File: src/hw/core_pkg.sv
// internal control encodings of the execute core
// unit select and the operation codes of the scalar and vector units
`default_nettype none

package core_pkg;

  typedef enum logic {
    UNIT_SCALAR = 1'b0,
    UNIT_VECTOR = 1'b1
  } unit_e;

  // scalar alu operations
  typedef enum logic [2:0] {
    ALU_ADD = 3'b001,
    ALU_SUB = 3'b010,
    ALU_AND = 3'b011,
    ALU_OR  = 3'b100,
    ALU_MUL = 3'b110
  } alu_op_e;

  // packed vector operations
  typedef enum logic [1:0] {
    VALU_ADD = 2'b00,
    VALU_SUB = 2'b01,
    VALU_DOT = 2'b10
  } valu_op_e;

endpackage

`default_nettype wire

File: src/hw/isa_pkg.sv
// instruction-set definitions shared by decoder, register file and testbench
// field widths, opcode and funct encodings, word and register address types
`default_nettype none

package isa_pkg;

  localparam int XLEN       = 32; // data word width
  localparam int REG_ADDR_W = 5;
  localparam int NUM_REGS   = 32;
  localparam int IMM_I_W    = 12; // i-type immediate
  localparam int LANE_W     = 8;  // one packed vector lane
  localparam int NUM_LANES  = 4;

  typedef logic [XLEN-1:0]       word_t;
  typedef logic [REG_ADDR_W-1:0] reg_addr_t;

  typedef enum logic [6:0] {
    OPC_OP_IMM = 7'b0010011, // addi
    OPC_OP     = 7'b0110011, // r-type
    OPC_LUI    = 7'b0110111,
    OPC_VECTOR = 7'b1010111
  } opcode_e;

  // scalar {funct7, funct3}
  localparam logic [9:0] FUNCT_ADD = 10'b0000000_000;
  localparam logic [9:0] FUNCT_SUB = 10'b0100000_000;
  localparam logic [9:0] FUNCT_MUL = 10'b0000001_000;
  localparam logic [9:0] FUNCT_OR  = 10'b0000000_110;
  localparam logic [9:0] FUNCT_AND = 10'b0000000_111;

  // vector {funct6, vm, funct3}
  localparam logic [9:0] VFUNCT_VADD = 10'b000000_1_001;
  localparam logic [9:0] VFUNCT_VSUB = 10'b010000_1_000;
  localparam logic [9:0] VFUNCT_VDOT = 10'b000000_1_110;

endpackage

`default_nettype wire

File: src/hw/core_top.sv
// top of the execute core: decoder, register file and execute stage
// one instruction per valid cycle, write-back reported one cycle later
`default_nettype none
`timescale 1ns/10ps

module core_top import isa_pkg::*, core_pkg::*; (
  input  logic      clk_i,
  input  logic      start_i,       // async, active low
  input  word_t     instr_i,
  input  logic      instr_valid_i,
  input  reg_addr_t dbg_addr_i,
  output logic      wb_valid_o,
  output reg_addr_t wb_addr_o,
  output word_t     wb_data_o,
  output word_t     dbg_data_o
);

  reg_addr_t rs1_addr, rs2_addr, rd_addr;
  word_t     rs1_data, rs2_data, imm;
  logic      use_imm, reg_write;
  unit_e     unit;
  alu_op_e   alu_op;
  valu_op_e  valu_op;

  insn_decoder u_decoder (
    .instr_i       (instr_i),
    .instr_valid_i (instr_valid_i),
    .rs1_addr_o    (rs1_addr),
    .rs2_addr_o    (rs2_addr),
    .rd_addr_o     (rd_addr),
    .imm_o         (imm),
    .use_imm_o     (use_imm),
    .reg_write_o   (reg_write),
    .unit_o        (unit),
    .alu_op_o      (alu_op),
    .valu_op_o     (valu_op)
  );

  // write port fed from the execute stage's result
  reg_file u_reg_file (
    .clk_i      (clk_i),
    .start_i    (start_i),
    .rs1_addr_i (rs1_addr),
    .rs2_addr_i (rs2_addr),
    .dbg_addr_i (dbg_addr_i),
    .wr_addr_i  (wb_addr_o),
    .wr_data_i  (wb_data_o),
    .wr_en_i    (wb_valid_o),
    .rs1_data_o (rs1_data),
    .rs2_data_o (rs2_data),
    .dbg_data_o (dbg_data_o)
  );

  exec_stage u_exec_stage (
    .clk_i      (clk_i),
    .start_i    (start_i),
    .valid_i    (reg_write),
    .rs1_addr_i (rs1_addr),
    .rs2_addr_i (rs2_addr),
    .rd_addr_i  (rd_addr),
    .rs1_data_i (rs1_data),
    .rs2_data_i (rs2_data),
    .imm_i      (imm),
    .use_imm_i  (use_imm),
    .unit_i     (unit),
    .alu_op_i   (alu_op),
    .valu_op_i  (valu_op),
    .wb_valid_o (wb_valid_o),
    .wb_addr_o  (wb_addr_o),
    .wb_data_o  (wb_data_o)
  );

endmodule

`default_nettype wire

File: src/hw/exec_stage.sv
// execute stage: ID/EX register, one level of forwarding and the two units
// the write-back port is driven straight from this stage's result
`default_nettype none
`timescale 1ns/10ps

module exec_stage import isa_pkg::*, core_pkg::*; (
  input  logic      clk_i,
  input  logic      start_i,
  input  logic      valid_i,
  input  reg_addr_t rs1_addr_i,
  input  reg_addr_t rs2_addr_i,
  input  reg_addr_t rd_addr_i,
  input  word_t     rs1_data_i,
  input  word_t     rs2_data_i,
  input  word_t     imm_i,
  input  logic      use_imm_i,
  input  unit_e     unit_i,
  input  alu_op_e   alu_op_i,
  input  valu_op_e  valu_op_i,
  output logic      wb_valid_o,
  output reg_addr_t wb_addr_o,
  output word_t     wb_data_o
);

  logic      fwd_rs1, fwd_rs2;
  word_t     rs1_fwd, rs2_fwd;

  logic      valid_q;
  reg_addr_t rd_q;
  word_t     rs1_q, rs2_q, imm_q;
  logic      use_imm_q;
  unit_e     unit_q;
  alu_op_e   alu_op_q;
  valu_op_e  valu_op_q;

  word_t     op_b;
  word_t     scalar_res, vector_res;

  ////////////////////////////////////////////////////////////
  // forwarding
  // the register file commits at the same edge that captures the next
  // instruction, so its old value is replaced by our own result here
  assign fwd_rs1 = wb_valid_o && (wb_addr_o != '0) && (wb_addr_o == rs1_addr_i);
  assign fwd_rs2 = wb_valid_o && (wb_addr_o != '0) && (wb_addr_o == rs2_addr_i);

  assign rs1_fwd = fwd_rs1 ? wb_data_o : rs1_data_i;
  assign rs2_fwd = fwd_rs2 ? wb_data_o : rs2_data_i;

  ////////////////////////////////////////////////////////////
  // ID/EX register
  always_ff @(posedge clk_i or negedge start_i) begin
    if (!start_i) begin
      valid_q <= 1'b0;
    end else begin
      valid_q <= valid_i;
    end
  end

  always_ff @(posedge clk_i) begin
    rd_q      <= rd_addr_i;
    rs1_q     <= rs1_fwd;
    rs2_q     <= rs2_fwd;
    imm_q     <= imm_i;
    use_imm_q <= use_imm_i;
    unit_q    <= unit_i;
    alu_op_q  <= alu_op_i;
    valu_op_q <= valu_op_i;
  end

  ////////////////////////////////////////////////////////////
  // execute
  assign op_b = use_imm_q ? imm_q : rs2_q; // addi / lui take the immediate

  scalar_alu u_scalar_alu (
    .a_i  (rs1_q),
    .b_i  (op_b),
    .op_i (alu_op_q),
    .y_o  (scalar_res)
  );

  vector_alu u_vector_alu (
    .a_i  (rs1_q),
    .b_i  (op_b),
    .op_i (valu_op_q),
    .y_o  (vector_res)
  );

  assign wb_valid_o = valid_q;
  assign wb_addr_o  = rd_q;
  assign wb_data_o  = (unit_q == UNIT_VECTOR) ? vector_res : scalar_res;

endmodule

`default_nettype wire

File: src/hw/insn_decoder.sv
// instruction decoder of the execute core, purely combinational
// gives register addresses, immediate and unit/op controls for one word
`default_nettype none
`timescale 1ns/10ps

module insn_decoder import isa_pkg::*, core_pkg::*; (
  input  word_t     instr_i,
  input  logic      instr_valid_i,
  output reg_addr_t rs1_addr_o,
  output reg_addr_t rs2_addr_o,
  output reg_addr_t rd_addr_o,
  output word_t     imm_o,
  output logic      use_imm_o,
  output logic      reg_write_o,
  output unit_e     unit_o,
  output alu_op_e   alu_op_o,
  output valu_op_e  valu_op_o
);

  opcode_e    opcode;
  logic [9:0] funct; // funct7/funct6+vm with funct3

  assign opcode = opcode_e'(instr_i[6:0]);
  assign funct  = {instr_i[31:25], instr_i[14:12]};

  assign rs2_addr_o = instr_i[24:20];
  assign rd_addr_o  = instr_i[11:7];

  always_comb begin
    // defaults suit an r-type add
    rs1_addr_o  = instr_i[19:15];
    imm_o       = {{(XLEN-IMM_I_W){instr_i[31]}}, instr_i[31:20]};
    use_imm_o   = 1'b0;
    reg_write_o = 1'b0;
    unit_o      = UNIT_SCALAR;
    alu_op_o    = ALU_ADD;
    valu_op_o   = VALU_ADD;

    case (opcode)
      OPC_OP_IMM: begin
        use_imm_o   = 1'b1;
        reg_write_o = instr_valid_i;
      end
      OPC_LUI: begin
        rs1_addr_o  = '0; // x0 + upper imm
        imm_o       = {instr_i[31:IMM_I_W], {IMM_I_W{1'b0}}};
        use_imm_o   = 1'b1;
        reg_write_o = instr_valid_i;
      end
      OPC_OP: begin
        reg_write_o = instr_valid_i;
        case (funct)
          FUNCT_SUB: alu_op_o = ALU_SUB;
          FUNCT_MUL: alu_op_o = ALU_MUL;
          FUNCT_OR:  alu_op_o = ALU_OR;
          FUNCT_AND: alu_op_o = ALU_AND;
          default:   alu_op_o = ALU_ADD; // FUNCT_ADD and unknown codes
        endcase
      end
      OPC_VECTOR: begin
        reg_write_o = instr_valid_i;
        unit_o      = UNIT_VECTOR;
        case (funct)
          VFUNCT_VSUB: valu_op_o = VALU_SUB;
          VFUNCT_VDOT: valu_op_o = VALU_DOT;
          default:     valu_op_o = VALU_ADD; // VFUNCT_VADD and unknown
        endcase
      end
      default: ; // unknown opcode writes nothing
    endcase
  end

endmodule

`default_nettype wire

File: src/hw/reg_file.sv
// 32 x 32-bit register file, two operand reads and one debug read
// reads are combinational, the single write port commits on the rising edge
`default_nettype none
`timescale 1ns/10ps

module reg_file import isa_pkg::*; (
  input  logic      clk_i,
  input  logic      start_i,
  input  reg_addr_t rs1_addr_i,
  input  reg_addr_t rs2_addr_i,
  input  reg_addr_t dbg_addr_i,
  input  reg_addr_t wr_addr_i,
  input  word_t     wr_data_i,
  input  logic      wr_en_i,
  output word_t     rs1_data_o,
  output word_t     rs2_data_o,
  output word_t     dbg_data_o
);

  word_t regs [NUM_REGS];

  assign rs1_data_o = regs[rs1_addr_i];
  assign rs2_data_o = regs[rs2_addr_i];
  assign dbg_data_o = regs[dbg_addr_i];

  // x0 is never written, so it stays at its reset value of zero
  always_ff @(posedge clk_i or negedge start_i) begin
    if (!start_i) begin
      for (int i = 0; i < NUM_REGS; i++) begin
        regs[i] <= '0;
      end
    end else if (wr_en_i && (wr_addr_i != '0)) begin
      regs[wr_addr_i] <= wr_data_i;
    end
  end

endmodule

`default_nettype wire

File: src/hw/scalar_alu.sv
// 32-bit scalar alu of the execute stage
// add, sub, and, or and a low-word multiply
`default_nettype none
`timescale 1ns/10ps

module scalar_alu import isa_pkg::*, core_pkg::*; (
  input  word_t   a_i,
  input  word_t   b_i,
  input  alu_op_e op_i,
  output word_t   y_o
);

  always_comb begin
    case (op_i)
      ALU_ADD: y_o = a_i + b_i;
      ALU_SUB: y_o = a_i - b_i;
      ALU_AND: y_o = a_i & b_i;
      ALU_OR:  y_o = a_i | b_i;
      ALU_MUL: y_o = a_i * b_i; // low word only
      default: y_o = a_i + b_i;
    endcase
  end

endmodule

`default_nettype wire

File: src/hw/vector_alu.sv
// packed vector alu, four signed 8-bit lanes in one word
// lane-wise wrapping add and subtract, plus a signed dot product
`default_nettype none
`timescale 1ns/10ps

module vector_alu import isa_pkg::*, core_pkg::*; (
  input  word_t    a_i,
  input  word_t    b_i,
  input  valu_op_e op_i,
  output word_t    y_o
);

  logic signed [LANE_W-1:0] lane_a [NUM_LANES];
  logic signed [LANE_W-1:0] lane_b [NUM_LANES];
  logic signed [XLEN-1:0]   prod   [NUM_LANES];
  word_t                    vsum;
  word_t                    vdiff;
  logic signed [XLEN-1:0]   dot;

  for (genvar g = 0; g < NUM_LANES; g++) begin : g_lane
    assign lane_a[g] = a_i[g*LANE_W +: LANE_W]; // lane 0 in low byte
    assign lane_b[g] = b_i[g*LANE_W +: LANE_W];
    assign vsum[g*LANE_W +: LANE_W]  = lane_a[g] + lane_b[g]; // wraps in lane
    assign vdiff[g*LANE_W +: LANE_W] = lane_a[g] - lane_b[g];
    assign prod[g] = $signed({{(XLEN-LANE_W){lane_a[g][LANE_W-1]}}, lane_a[g]}) *
                     $signed({{(XLEN-LANE_W){lane_b[g][LANE_W-1]}}, lane_b[g]});
  end

  // sum of the four lane products
  always_comb begin
    dot = '0;
    for (int i = 0; i < NUM_LANES; i++) begin
      dot = dot + prod[i];
    end
  end

  always_comb begin
    case (op_i)
      VALU_ADD: y_o = vsum;
      VALU_SUB: y_o = vdiff;
      VALU_DOT: y_o = dot;
      default:  y_o = vsum;
    endcase
  end

endmodule

`default_nettype wire

File: config.mk
export PLATFORM = sky130hd
export DESIGN_NAME = core_top
export DESIGN_NICKNAME = d
export VERILOG_FILES = /design/src/hw/core_pkg.sv /design/src/hw/isa_pkg.sv /design/src/hw/core_top.sv /design/src/hw/exec_stage.sv /design/src/hw/insn_decoder.sv /design/src/hw/reg_file.sv /design/src/hw/scalar_alu.sv /design/src/hw/vector_alu.sv
export SDC_FILE = /design/constraint.sdc
export NUM_CORES = 2
export LEC_CHECK = 0
export BUFFER_PORTS_ARGS = -buffer_cell sky130_fd_sc_hd__buf_2
export CAP_MARGIN = 30
export CELL_PAD_IN_SITES_DETAIL_PLACEMENT = 2
export CELL_PAD_IN_SITES_GLOBAL_PLACEMENT = 2
export CORE_UTILIZATION = 45
export DETAILED_ROUTE_END_ITERATION = 8
export PLACE_DENSITY = 0.91
export REMOVE_ABC_BUFFERS = 1
export SKIP_CTS_REPAIR_TIMING = 1
export SYNTH_ARGS = -nofsm -noshare
export SYNTH_HDL_FRONTEND = slang
export SYNTH_SLANG_ARGS = --single-unit
File: constraint.sdc
create_clock -name clk_i -period 19.5 [get_ports clk_i]
set_clock_uncertainty 0.05 [all_clocks]
set_input_delay 1.95 -clock clk_i [delete_from_list [all_inputs] [get_ports clk_i]]
set_output_delay 1.95 -clock clk_i [all_outputs]
set_load 0.005 [all_outputs]
==> results of run 1 <==
[stage by stage]
step / hold WS, ns / area (sq um)
2_1_floorplan: 0.3312 / 92590
4_1_cts: 0.3792 / 103500
3_3_place_gp: 0.3430 / 98900
3_5_place_dp: 0.3534 / 99110
[cells by family after synthesis]
| logic type | count (synthesis) |
|---|---|
| mux | 1141 |
| buf+inv | 1641 |
| xor+xnor | 220 |
| fa+ha+maj | 1022 |
| flops | 1133 |
| simple gates | 2160 |
| compound gates | 1671 |
==> results.sh, run 1 <==
export IMPL_outcome="stopped before the end"
export IMPL_flow_stopped_at="global routing"
export IMPL_error_line="[ERROR GRT-0228] Horizontal edge usage exceeds the maximum allowed. (10, 49) usage=65535 limit=3200"
export IMPL_cts_made_buffers=119
export IMPL_htree_num_levels=3
export IMPL_synth_compound_area_share_pct=10.20
export IMPL_dominantRegCellSynth="sky130_fd_sc_hd__dfrtp_1"
export IMPL_vertical_die_dimension_um=463.1
export IMPL_number_of_antenna_violations_at_the_first_check_in_global_routing=157
export IMPL_combined_area_of_all_synthesized_cells_sq_um=95660
export IMPL_placementRows=168
export IMPL_clock_sinks=1133
export IMPL_synth_common_cells="sky130_fd_sc_hd__nand2_1 (1435), sky130_fd_sc_hd__dfrtp_1 (1025), sky130_fd_sc_hd__o21ai_0 (934), sky130_fd_sc_hd__inv_1 (846), sky130_fd_sc_hd__mux4_2 (825)"
export IMPL_synth_top_cell_area_share_pct=26.81
export IMPL_post_synth_inst_count=8988
export IMPL_io_buffer_count=109
export IMPL_dominant_combinational_cell_family_by_area_after_synthesis="multiplexers"
export IMPL_synth_adder_area_share_pct=19.12
export IMPL_preCtsSetupSlack_ns=6.923
export IMPL_syn_avg_cell_area_sq_um=10.64
export IMPL_post_synth_and_or_nand_nor_area_fraction_pct=9.854
export IMPL_synthMostInstantiatedCell="sky130_fd_sc_hd__nand2_1"
export IMPL_synth_seq_cells=1133
export IMPL_cts_root_buf="sky130_fd_sc_hd__clkbuf_16"
export IMPL_cts_max_path_bufs=3
export IMPL_dieWidth_um=463.1
export IMPL_yosys_mux_area_fraction_pct=23.16
export IMPL_design_portCount=110
export IMPL_start_util_pct=45.46
export IMPL_synth_yosys_seq_area_share_pct=29.07
export IMPL_place_detailed_instances=11350
export IMPL_post_synth_num_cell_types=91
export IMPL_synth_warning_count=0
export IMPL_place_gp_congestion=0.9795
export IMPL_asyncSetResetFlopFracSynth_pct=90.47
export IMPL_synth_area_top_cells="sky130_fd_sc_hd__dfrtp_1 (27%), sky130_fd_sc_hd__mux4_2 (19%), sky130_fd_sc_hd__fa_1 (15%), sky130_fd_sc_hd__nand2_1 (5.6%), sky130_fd_sc_hd__o21ai_0 (4.9%)"
export IMPL_detailedPlacementHpwl_um=317200
export IMPL_yosysTopAreaCell="sky130_fd_sc_hd__dfrtp_1"
export IMPL_yosys_area_share_xor_xnor_pct=2.044
export IMPL_count_of_flip_flops_with_a_built_in_enable_after_synthesis=0
export IMPL_grt_max_degree=165
==> run 2: changes to the inputs <==
CELL_PAD_IN_SITES_DETAIL_PLACEMENT = default   (was 2)
CELL_PAD_IN_SITES_GLOBAL_PLACEMENT = default   (was 2)
CORE_UTILIZATION = 30   (was 45)
PLACE_DENSITY = default   (was 0.91)
PLACE_DENSITY_LB_ADDON = 0.15   (was default)
==> run 2 against run 1 <==
Compared with the run above:
- the flow now finishes without violations
- synthesized cell count unchanged
- synthesized area unchanged
==> results.sh, run 2 <==
export IMPL_outcome="complete, no violations"
export IMPL_vertical_die_dimension_um=566.7
export IMPL_cts_made_buffers=139
export IMPL_top_achievable_clock_speed_ghz=0.07463
export IMPL_htree_num_levels=4
export IMPL_count_of_flip_flops_with_a_built_in_enable_after_synthesis=0
export IMPL_synth_area_top_cells="sky130_fd_sc_hd__dfrtp_1 (27%), sky130_fd_sc_hd__mux4_2 (19%), sky130_fd_sc_hd__fa_1 (15%), sky130_fd_sc_hd__nand2_1 (5.6%), sky130_fd_sc_hd__o21ai_0 (4.9%)"
export IMPL_dieWidth_um=566.7
export IMPL_crit_slowest_cell="sky130_fd_sc_hd__buf_4"
export IMPL_final_cell_mix="sky130_fd_sc_hd__nand2_1 (1400), sky130_fd_sc_hd__dfrtp_1 (1025), sky130_fd_sc_hd__o21ai_0 (931)"
export IMPL_vias=72650
export IMPL_setup_tns_ns=0
export IMPL_cts_clk_slew_worst_paths_ns=0.06
export IMPL_drv_max_cap_violation_count=0
export IMPL_grt_overflow=0
export IMPL_count_of_unresolved_drc_violations_after_routing=0
export IMPL_max_stage_delay_ns=0.70
export IMPL_dominantRegCellSynth="sky130_fd_sc_hd__dfrtp_1"
export IMPL_combined_area_of_all_synthesized_cells_sq_um=95660
export IMPL_detail_route_wl_per_cell_um=31.39
export IMPL_syn_avg_cell_area_sq_um=10.64
export IMPL_yosysTopAreaCell="sky130_fd_sc_hd__dfrtp_1"
export IMPL_layout_commonest_cell="sky130_fd_sc_hd__nand2_1"
export IMPL_design_portCount=110
export IMPL_worstMarginPinSlew_ns=1.088
export IMPL_cts_root_buf="sky130_fd_sc_hd__clkbuf_16"
export IMPL_number_of_antenna_violations_at_the_first_check_in_global_routing=24
export IMPL_place_area_sq_um=101100
export IMPL_final_core_util_pct=33.46
export IMPL_setup_worst_path_start_class="flop"
export IMPL_clock_sinks=1133
export IMPL_synthMostInstantiatedCell="sky130_fd_sc_hd__nand2_1"
export IMPL_worst_slew_margin_rel_pct=27.48
export IMPL_detail_route_vias_per_cell=5.601
export IMPL_first_global_vias=75710
export IMPL_final_cell_area_sq_um=105700
export IMPL_gr_usage_all_layers_pct=25.26
export IMPL_cp_arrival_ns=11.40
export IMPL_synth_common_cells="sky130_fd_sc_hd__nand2_1 (1435), sky130_fd_sc_hd__dfrtp_1 (1025), sky130_fd_sc_hd__o21ai_0 (934), sky130_fd_sc_hd__inv_1 (846), sky130_fd_sc_hd__mux4_2 (825)"
export IMPL_grt_first_pass_wirelength_um=585200
export IMPL_synth_seq_cells=1133
export IMPL_critPathMostFrequentCell="sky130_fd_sc_hd__inv_1"
export IMPL_synth_warning_count=0
export IMPL_largest_register_ff_count=1024
export IMPL_critical_path_required_ns=17.50
export IMPL_period_needed_ns=13.40
export IMPL_rsz_0062_raised_after_global_routing="no"
export IMPL_largest_register="u_reg_file.regs"
export IMPL_dr_pass1_iters=6
export IMPL_finalSetupViolCount=0
export IMPL_start_util_pct=30.27
export IMPL_asyncSetResetFlopFracSynth_pct=90.47
export IMPL_post_synth_num_cell_types=91
export IMPL_power_density_cell_area_nw_per_um2=71.99
export IMPL_areaGrowthSynthToFinish_pct=10.54
export IMPL_layout_filler_cells=32020
export IMPL_worst_setup_path_end_kind="output port"
export IMPL_power_static_leakage_nw=46.26
export IMPL_synth_yosys_seq_area_share_pct=29.07
export IMPL_placementRows=206
export IMPL_hold_path_class="flop to flop"
export IMPL_synth_top_cell_area_share_pct=26.81
export IMPL_detailedPlacementHpwl_um=267900
export IMPL_post_route_cells_drive_above_1_share_pct=19.62
export IMPL_place_gp_congestion=0.9430
export IMPL_nNetsFinal=9760
export IMPL_total_power_of_the_final_layout_mw=7.613
export IMPL_hold_viol=0
export IMPL_core_area_sq_um=316000
export IMPL_peakVddDrop_v=0.00007904
export IMPL_clk_insertion_delay_late_ns=0.85
export IMPL_cts_tree="yes"
export IMPL_drtIter0Drc=7157
export IMPL_maxSlewViolCount=0
export IMPL_largest_fanout_on_the_critical_path=56
export IMPL_antenna_left=0
export IMPL_cts_max_path_bufs=4
export IMPL_min_period_over_period_pct=68.72
export IMPL_drt_total_wl_um=407100
export IMPL_die_area_sq_um=321100
export IMPL_path_class="flop to output port"
export IMPL_grt_max_degree=113
export IMPL_io_buffer_count=109
export IMPL_post_synth_inst_count=8988
-- run 2: per-layer routing --
metal  vias to the layer above  global-route usage, %  share of wire (%)
li1                      30530                      -                  -
met1                     38400                  34.56                 43
met2                      3015                  40.40                 46
met3                       693                  3.548                6.4
met4                         6                  9.870                4.3
met5                         -                      0             0.0091
-- run 2: final cells by class --
class	count	area [sq um]	share of cell area, %
Multi-Input combinational cell	6214	62120	58.75
Timing Repair Buffer	357	2870	2.714
Sequential cell	1133	27820	26.31
Tap cell	4160	5205	4.922
Clock inverter	35	455.4	0.4307
Antenna cell	15	37.54	0.03550
Inverter	853	3204	3.030
Clock buffer	203	4034	3.815
-- run 2: logic make-up (layout without fill, tap and decap cells) --
| family | count (synthesis) | in the layout | share of synthesized area (%) |
|---|---|---|---|
| AOI/OAI and AO/OA | 1671 | 1671 | 10.20 |
| xor gates and xnor gates | 220 | 220 | 2.044 |
| other | 0 | 15 | 0 |
| DFF | 1133 | 1133 | 29.07 |
| muxes | 1141 | 1141 | 23.16 |
| buffers and inverters | 1641 | 1448 | 6.554 |
| adders and majority gates | 1022 | 1022 | 19.12 |
| and+or+nand+nor | 2160 | 2160 | 9.854 |
-- run 2: worst paths after layout --
path / slack (ns) / to / startpoint / cells after the start
worst max-delay path: 6.10 / wb_data_o[28] / u_exec_stage.use_imm_q / 31
worst min-delay path: 0.37 / u_reg_file.regs[1021] / u_reg_file.regs[1021] / 0
worst min register to register: 0.37 / u_reg_file.regs[1021] / u_reg_file.regs[1021] / 0
worst max register to register: 8.89 / u_exec_stage.rs2_q[26] / u_exec_stage.use_imm_q / 32
min in group asynchronous: 1.13 / u_reg_file.regs[20] / start_i / 1
max in group asynchronous: 14.45 / u_reg_file.regs[377] / start_i / 5
-- run 2: where the power goes --
group	total, mW	switching (mW)	internal [mW]
registers	2.50	0.0783	2.42
clock network	2.67	1.10	1.56
logic	2.45	1.69	0.754
-- run 2: critical path, delay by kind of cell, from the launching register on --
| family | cells | cell delay [ns] |
|---|---|---|
| compound gates | 6 | 1.81 |
| xor+xnor | 1 | 0.30 |
| flops | 1 | 0.51 |
| buf+inv | 12 | 2.56 |
| simple gates | 2 | 0.38 |
| fa+ha+maj | 9 | 4.38 |
| mux | 1 | 0.54 |
-- run 2: per-stage QoR --
stage / setup WS, ns / hold slack [ns] / cells
2_1_floorplan: 4.642 / 0.3312 / 8200
3_3_place_gp: 6.679 / 0.3431 / 12700
3_5_place_dp: 6.925 / 0.3531 / 12710
4_1_cts: 6.054 / 0.3683 / 12950
5_1_grt: 5.605 / 0.3830 / 12960
6_report: 6.100 / 0.3668 / 12970
Note: power is estimated with default switching activity, not from simulation.
